## src/source/mul_pkg.sv

```systemverilog
// Multiply datapath types shared by the subword multiplier, writeback register and top level
package mul_pkg;

  // Datapath widths
  localparam int unsigned WORD_W = 32;
  // Half operand plus one sign bit
  localparam int unsigned HALF_W = 17;
  // Destination register field in the writeback entry
  localparam int unsigned RD_W   = 5;

  typedef logic [WORD_W-1:0] word_t;
  typedef logic [HALF_W-1:0] half_t;

  //////////////////////////////
  // Operator and sequence
  //////////////////////////////
  // Low word in one pass, or high word over four steps
  typedef enum logic {
    MUL_M32 = 1'b0,
    MUL_H   = 1'b1
  } mul_opcode_e;

  // Partial product currently in the multiplier
  typedef enum logic [1:0] {
    ALBL = 2'd0,
    ALBH = 2'd1,
    AHBL = 2'd2,
    AHBH = 2'd3
  } mult_state_e;

  // Entry handed to the register file write port
  typedef struct packed {
    logic [RD_W-1:0] rd;
    word_t           data;
  } wb_data_t;

endpackage

```

## src/source/instr_pkg.sv

```systemverilog
// RV32 instruction encoding constants and the decoded multiply request used by decoder and multiplier
package instr_pkg;

  // Raw instruction and register address widths
  localparam int unsigned INSTR_W    = 32;
  localparam int unsigned REG_ADDR_W = 5;

  typedef logic [INSTR_W-1:0]    instr_t;
  typedef logic [REG_ADDR_W-1:0] reg_addr_t;

  //////////////////////////////
  // Major opcode and funct7
  //////////////////////////////
  // Register-register ALU group
  localparam logic [6:0] OPCODE_OP     = 7'b0110011;
  // M extension marker in funct7
  localparam logic [6:0] FUNCT7_MULDIV = 7'b0000001;

  // Multiply funct3 codes, division codes sit at 3'b100 and up
  localparam logic [2:0] FUNCT3_MUL    = 3'b000;
  localparam logic [2:0] FUNCT3_MULH   = 3'b001;
  localparam logic [2:0] FUNCT3_MULHSU = 3'b010;
  localparam logic [2:0] FUNCT3_MULHU  = 3'b011;

  //////////////////////////////
  // Decoded request
  //////////////////////////////
  // short_signed bit 0 marks rs1 signed, bit 1 marks rs2 signed
  typedef struct packed {
    logic                 en;
    mul_pkg::mul_opcode_e op;
    logic [1:0]           short_signed;
    reg_addr_t            rd;
  } mul_req_t;

endpackage

```

## src/source/mul_decoder.sv

```systemverilog
// Combinational decode of an RV32M multiply instruction into a request for the multiplier
`timescale 1ns/10ps

module mul_decoder (
  input  logic                valid_i,
  input  instr_pkg::instr_t   instr_i,
  output instr_pkg::mul_req_t req_o,
  output logic                illegal_o
);

  // Instruction fields
  logic [6:0] opcode;
  logic [6:0] funct7;
  logic [2:0] funct3;
  logic       is_mul;

  assign opcode = instr_i[6:0];
  assign funct3 = instr_i[14:12];
  assign funct7 = instr_i[31:25];

  always_comb begin
    is_mul             = 1'b0;
    req_o.op           = mul_pkg::MUL_M32;
    req_o.short_signed = 2'b00;
    req_o.rd           = instr_i[11:7];

    // Only the OP group with the M extension funct7 qualifies
    if ((opcode == instr_pkg::OPCODE_OP) && (funct7 == instr_pkg::FUNCT7_MULDIV)) begin
      case (funct3)
        instr_pkg::FUNCT3_MUL: begin
          // Low word is sign independent
          is_mul             = 1'b1;
          req_o.op           = mul_pkg::MUL_M32;
          req_o.short_signed = 2'b11;
        end
        instr_pkg::FUNCT3_MULH: begin
          is_mul             = 1'b1;
          req_o.op           = mul_pkg::MUL_H;
          req_o.short_signed = 2'b11;
        end
        instr_pkg::FUNCT3_MULHSU: begin
          // rs1 signed, rs2 unsigned
          is_mul             = 1'b1;
          req_o.op           = mul_pkg::MUL_H;
          req_o.short_signed = 2'b01;
        end
        instr_pkg::FUNCT3_MULHU: begin
          is_mul             = 1'b1;
          req_o.op           = mul_pkg::MUL_H;
          req_o.short_signed = 2'b00;
        end
        // DIV, DIVU, REM, REMU fall through as not a multiply
        default: ;
      endcase
    end

    req_o.en = valid_i && is_mul;
  end

  // Anything presented that is not a multiply
  assign illegal_o = valid_i && !is_mul;

endmodule

```

## src/source/mul_unit.sv

```systemverilog
// Subword multiplier producing the low word in one cycle or the high word over four partial products
`timescale 1ns/10ps

module mul_unit (
  input  logic                clk,
  input  logic                rst_n,
  input  instr_pkg::mul_req_t req_i,
  input  mul_pkg::word_t      op_a_i,
  input  mul_pkg::word_t      op_b_i,
  input  logic                ex_ready_i,
  output mul_pkg::word_t      product_o,
  output logic                done_o,
  output logic                busy_o
);

  // Sequence control
  logic                 is_m32;
  logic                 mulh_start;
  logic                 mulh_shift;
  logic                 mulh_save;
  logic                 acc_load;
  logic                 acc_clear;
  mul_pkg::mult_state_e state_q;
  mul_pkg::mult_state_e state_d;

  // Operand halves, upper ones carry the sign when asked
  mul_pkg::half_t       al;
  mul_pkg::half_t       bl;
  mul_pkg::half_t       ah;
  mul_pkg::half_t       bh;
  mul_pkg::half_t       mulh_a;
  mul_pkg::half_t       mulh_b;

  // Running accumulator with its saved carry
  mul_pkg::word_t       acc_q;
  logic                 carry_q;

  // Multiplier inputs and intermediate sums
  mul_pkg::word_t       op_a;
  mul_pkg::word_t       op_b;
  logic signed [33:0]   int_result;
  logic signed [32:0]   acc_ext;
  logic signed [33:0]   mulh_sum;
  logic signed [33:0]   mulh_result;

  assign is_m32     = (req_i.op == mul_pkg::MUL_M32);
  assign mulh_start = req_i.en && (req_i.op == mul_pkg::MUL_H);

  //////////////////////////////
  // Operand split
  //////////////////////////////
  assign al = {1'b0, op_a_i[15:0]};
  assign bl = {1'b0, op_b_i[15:0]};
  assign ah = {req_i.short_signed[0] && op_a_i[31], op_a_i[31:16]};
  assign bh = {req_i.short_signed[1] && op_b_i[31], op_b_i[31:16]};

  // Step through the four partial products
  always_comb begin
    state_d    = state_q;
    mulh_a     = al;
    mulh_b     = bl;
    mulh_shift = 1'b0;
    mulh_save  = 1'b0;
    acc_load   = 1'b0;
    acc_clear  = 1'b0;
    busy_o     = 1'b0;

    case (state_q)
      mul_pkg::ALBL: begin
        // Low part only contributes its upper 16 bits
        mulh_shift = 1'b1;
        if (mulh_start) begin
          busy_o   = 1'b1;
          acc_load = 1'b1;
          state_d  = mul_pkg::ALBH;
        end
      end
      mul_pkg::ALBH: begin
        // Cross term may overflow into bit 32
        mulh_b    = bh;
        mulh_save = 1'b1;
        acc_load  = 1'b1;
        busy_o    = 1'b1;
        state_d   = mul_pkg::AHBL;
      end
      mul_pkg::AHBL: begin
        mulh_a     = ah;
        mulh_shift = 1'b1;
        acc_load   = 1'b1;
        busy_o     = 1'b1;
        state_d    = mul_pkg::AHBH;
      end
      mul_pkg::AHBH: begin
        // Final term, hold here until writeback has room
        mulh_a = ah;
        mulh_b = bh;
        if (ex_ready_i) begin
          acc_clear = 1'b1;
          state_d   = mul_pkg::ALBL;
        end
      end
      default: state_d = mul_pkg::ALBL;
    endcase
  end

  //////////////////////////////
  // Shared multiplier
  //////////////////////////////
  // Full words for MUL, sign-extended halves otherwise
  assign op_a = is_m32 ? op_a_i : {{15{mulh_a[16]}}, mulh_a};
  assign op_b = is_m32 ? op_b_i : {{15{mulh_b[16]}}, mulh_b};

  assign int_result = $signed(op_a) * $signed(op_b);

  // Accumulate, then drop 16 bits after the low and middle terms
  assign acc_ext     = $signed({carry_q, acc_q});
  assign mulh_sum    = int_result + acc_ext;
  assign mulh_result = mulh_shift ? (mulh_sum >>> 16) : mulh_sum;

  assign product_o = is_m32 ? int_result[31:0] : mulh_result[31:0];

  // MUL finishes at once, the high word in AHBH
  assign done_o = (state_q == mul_pkg::AHBH) ||
                  ((state_q == mul_pkg::ALBL) && req_i.en && is_m32);

  always_ff @(posedge clk or negedge rst_n) begin
    if (!rst_n) begin
      state_q <= mul_pkg::ALBL;
      carry_q <= 1'b0;
      acc_q   <= '0;
    end else begin
      state_q <= state_d;
      carry_q <= mulh_save && mulh_result[32];
      // Cleared on exit so the next sequence starts from zero
      if (acc_clear) begin
        acc_q <= '0;
      end else if (acc_load) begin
        acc_q <= mulh_result[31:0];
      end
    end
  end

endmodule

```

## src/source/mul_writeback.sv

```systemverilog
// One-entry result register between the multiplier and the register file write port
`timescale 1ns/10ps

module mul_writeback (
  input  logic                 clk,
  input  logic                 rst_n,
  input  logic                 done_i,
  input  mul_pkg::word_t       product_i,
  input  instr_pkg::reg_addr_t rd_i,
  input  logic                 wb_ready_i,
  output logic                 ex_ready_o,
  output logic                 wb_valid_o,
  output mul_pkg::wb_data_t    wb_o
);

  // Entry state
  logic              valid_q;
  logic              load;
  mul_pkg::wb_data_t entry_q;

  // Room when empty or being drained this cycle
  assign ex_ready_o = !valid_q || wb_ready_i;
  assign load       = done_i && ex_ready_o;

  //////////////////////////////
  // Valid flag
  //////////////////////////////
  always_ff @(posedge clk or negedge rst_n) begin
    if (!rst_n) begin
      valid_q <= 1'b0;
    end else if (load) begin
      valid_q <= 1'b1;
    end else if (wb_ready_i) begin
      // Taken with nothing new behind it
      valid_q <= 1'b0;
    end
  end

  // Payload holds while the consumer stalls
  always_ff @(posedge clk) begin
    if (load) begin
      entry_q.rd   <= rd_i;
      entry_q.data <= product_i;
    end
  end

  assign wb_valid_o = valid_q;
  assign wb_o       = entry_q;

endmodule

```

## src/source/mul_subsystem.sv

```systemverilog
// Multiply subsystem top level joining decoder, subword multiplier and writeback register
`timescale 1ns/10ps

module mul_subsystem (
  input  logic              clk,
  input  logic              rst_n,
  input  logic              valid_i,
  input  instr_pkg::instr_t instr_i,
  input  mul_pkg::word_t    rs1_i,
  input  mul_pkg::word_t    rs2_i,
  input  logic              wb_ready_i,
  output logic              busy_o,
  output logic              illegal_o,
  output logic              wb_valid_o,
  output mul_pkg::wb_data_t wb_o
);

  // Internal links
  instr_pkg::mul_req_t req;
  mul_pkg::word_t      product;
  logic                done;
  logic                ex_ready;

  // Decode, raises illegal_o for anything else
  mul_decoder mul_decoder_i (
    .valid_i   (valid_i),
    .instr_i   (instr_i),
    .req_o     (req),
    .illegal_o (illegal_o)
  );

  // Stalls the issuer through the high-word steps
  mul_unit mul_unit_i (
    .clk        (clk),
    .rst_n      (rst_n),
    .req_i      (req),
    .op_a_i     (rs1_i),
    .op_b_i     (rs2_i),
    .ex_ready_i (ex_ready),
    .product_o  (product),
    .done_o     (done),
    .busy_o     (busy_o)
  );

  mul_writeback mul_writeback_i (
    .clk        (clk),
    .rst_n      (rst_n),
    .done_i     (done),
    .product_i  (product),
    .rd_i       (req.rd),
    .wb_ready_i (wb_ready_i),
    .ex_ready_o (ex_ready),
    .wb_valid_o (wb_valid_o),
    .wb_o       (wb_o)
  );

endmodule

```

## config.mk

```make
export PLATFORM = sky130hd
export DESIGN_NAME = mul_subsystem
export DESIGN_NICKNAME = d
export VERILOG_FILES = /design/src/source/mul_pkg.sv /design/src/source/instr_pkg.sv /design/src/source/mul_decoder.sv /design/src/source/mul_unit.sv /design/src/source/mul_writeback.sv /design/src/source/mul_subsystem.sv
export SDC_FILE = /design/constraint.sdc
export NUM_CORES = 2
export LEC_CHECK = 0
export ABC_AREA = 1
export ABC_CLOCK_PERIOD_IN_PS = 12700
export BUFFER_PORTS_ARGS = -buffer_cell sky130_fd_sc_hd__clkbuf_2
export CAP_MARGIN = 20
export CORE_ASPECT_RATIO = 1.2
export CORE_MARGIN = 3
export CORE_UTILIZATION = 50
export DETAILED_ROUTE_END_ITERATION = 6
export GPL_ROUTABILITY_DRIVEN = 0
export PLACE_DENSITY = 0.76
export SLEW_MARGIN = 20
export SYNTH_ARGS = -nofsm -noshare
export SYNTH_HDL_FRONTEND = slang
export SYNTH_SLANG_ARGS = --single-unit
```

## constraint.sdc

```tcl
create_clock -name clk -period 12.7 [get_ports clk]
set_input_delay 0 -clock clk [delete_from_list [all_inputs] [get_ports clk]]
set_output_delay 0 -clock clk [all_outputs]
set_load 0.005 [all_outputs]
```

==> out/metrics.yaml <==
final_antenna_net_count: 0
critPathMaxStageDelay_ns: 0.69
async_flop_share_pct: 49.32
final_util_pct: 54.76
hold_class: "input pin to register"
fp.dieW_microns: 207.1
placed_cell_area_sq_mm: 0.02558
cts_inserted_buffers: 9
status: "completed"
start_util_pct: 51.13
critPathLaunchType: "register"
grt_overflow: 0
synth_edf_count: 37
areaGrowthSynthToFinish_pct: 7.095
period_share_pct: 91.18
arrival_ns: 11.69
rrSetupSlack_ns: 1.12
rsz0062_at_grt: "no"
fmax_mhz: 86.36
ys_top_cells_by_count: "nand2_1 (750), inv_1 (703), fa_1 (470)"
avgViaCountPerCell: 5.398
grt_pass1_vias: 21421
clock_skew_ns: 0.01074
placementRows: 87
crit_slowest_cell: "inv_1"
grt_max_degree: 48
cp-end-kind: "register"
yosysMostFrequentCell: "nand2_1"
cts_root_buf: "clkbuf_16"
drt_pass1_iterations: 5
clk_pin_slew_ns: 0.06
clk_latency_ns: 0.35
finalInstanceArea_sq_mm: 0.02599
hold_viol: 0
cts_sinks: 73
max-slew-margin-rel_pct: 33.03
yosysSeqAreaShare_pct: 8.291
die_y_microns: 247.3
worstMarginPinSlew_ns: 1.002
grt_usage_pct: 27.86
finalNonFillerCells: 3887
synth_top_area_cell: "fa_1"
port_buffers: 129
synthDistinctLibCells: 51
synthCells: 3174
drtIter0Drc: 1501
setup-tns-final_ns: 0
fp.coreArea_sq_mm: 0.04746
htree_levels: 3
layout-drive-gt1-share_pct: 8.364
worstSetupPathType: "register to register"
antenna_found_initial: 0
drv_slew: 0
finalSetupViolations: 0
cts_tree: "built"
syn_area_sq_mm: 0.02427
synth_ff_type: "edfxtp_1"
period_needed_ns: 11.58
cts_buffer_depth: 2
grt_pass1_wl_mm: 112.8
worst-endpoint-required_ns: 12.81
dp_cells: 3864
place.detailed.hpwl_mm: 58.98
wl_per_cell_microns: 18.28
num_vias: 20981
ys_top_cells_by_area: "fa_1 (39%), nand2_1 (12%), inv_1 (11%)"
critPathMaxFanout: 24
finalNetCount: 4020
n_antenna_cell: 0
maxCapViolations: 0
routed_wirelength_mm: 71.06
dieArea_sq_mm: 0.05122
drc: 0
synth_nets: 3935
postSynthAreaPerCell_sq_um: 7.645
io_pins: 140
synth_warnings: 0
synth_seq_cells: 73
synth_top_area_share_pct: 38.77
[registers in the layout (all words and copies together) (netlist names)]
| register | count |
|---|---|
| mul_writeback_i.wb_o | 37 |
| mul_unit_i.state_q | 2 |
| mul_unit_i.acc_q | 32 |
| mul_writeback_i.wb_valid_o | 1 |
| mul_unit_i.carry_q | 1 |
[cell usage in the layout, fill, tap and decap left out, drive strengths merged, types with 5 or more instances in the layout]
master / synthesis / final
nand2: 779 / 779
inv: 732 / 735
fa: 470 / 470
nor2: 412 / 412
ha: 191 / 191
clkbuf: 76 / 137
o21ai: 95 / 95
nand3: 77 / 77
a21oi: 77 / 77
xor2: 37 / 37
edfxtp: 37 / 37
dfrtp: 36 / 36
buf: 20 / 36
xnor2: 26 / 26
nand4: 18 / 18
clkinv: 13 / 15
or2: 8 / 8
a31oi: 8 / 8
nor3: 7 / 7
a32o: 7 / 7
nand3b: 7 / 7
o21bai: 6 / 6
o21a: 6 / 6
dlygate4sd3: 0 / 6
a21o: 5 / 5
[stage by stage]
| step | hold WS [ns] | setup WS (ns) |
|---|---|---|
| 5_1_grt | 0.08447 | 0.2841 |
| 6_report | 0.06173 | 1.121 |
| 2_1_floorplan | -0.2956 | 2.812 |
| 4_1_cts | 0.06425 | 1.115 |
| 3_3_place_gp | 0.1762 | 1.373 |
| 3_5_place_dp | 0.1786 | 1.217 |
[timing repair]
item                       CTS  global route
hold endpoints to repair    41             0
gates resized for setup      0             1
hold buffers                 6             0
setup endpoints to repair    0             4
buffers inserted             0             0
[worst paths after layout]
check / startpoint / to / depth (start not counted)
max in group asynchronous: rst_n / mul_unit_i.acc_q[19] / 2
setup / recovery: mul_unit_i.state_q[0] / mul_writeback_i.wb_o[31] / 50
min in group asynchronous: rst_n / mul_unit_i.acc_q[2] / 2
setup reg to reg: mul_unit_i.state_q[0] / mul_writeback_i.wb_o[31] / 50
hold reg to reg: mul_unit_i.acc_q[30] / mul_unit_i.acc_q[30] / 2
hold / removal: wb_ready_i / mul_writeback_i.wb_valid_o / 4
[cell families (layout without fill, tap and decap cells)]
| kind of cell | count (synthesis) | count (layout) | share of synthesized area (%) |
|---|---|---|---|
| AOI/OAI and AO/OA | 216 | 216 | 5.017 |
| xor gates and xnor gates | 67 | 67 | 2.655 |
| adders and majority gates | 661 | 661 | 48.62 |
| buffers and inverters | 841 | 931 | 13.33 |
| DFF | 73 | 73 | 8.291 |
| muxes | 4 | 4 | 0.1650 |
| and+or+nand+nor | 1312 | 1312 | 21.92 |
[worst max-delay path, delay by kind of cell, from the launching register on]
kind / cells / cell delay, ns
buffers and inverters: 10 / 1.41
DFF: 1 / 0.41
and+or+nand+nor: 17 / 2.44
adders and majority gates: 11 / 4.92
xor gates and xnor gates: 1 / 0.11
AOI/OAI and AO/OA: 11 / 2.01
[metal layers]
metal  up-vias  global-route usage [%]  wire length [microns]
met4         0                   14.52                   4527
met1     10211                   33.34                  25380
met3       260                   3.972                   5968
li1       9514                       -                      -
met5         -                       0                      0
met2       996                   49.11                  35180
[final cells by class]
class / count / area (sq um)
fill: 4488 / 21470
multi-input combinational: 2260 / 19090
inverter: 745 / 2798
sequential: 73 / 2012
timing repair buffer: 170 / 980.9
tap: 623 / 779.5
clock buffer: 9 / 225.2
clock inverter: 7 / 101.3
Power is left out: the tool's default activity adds up to more than one toggle a clock period on the data nets, which glitch-free logic cannot reach.
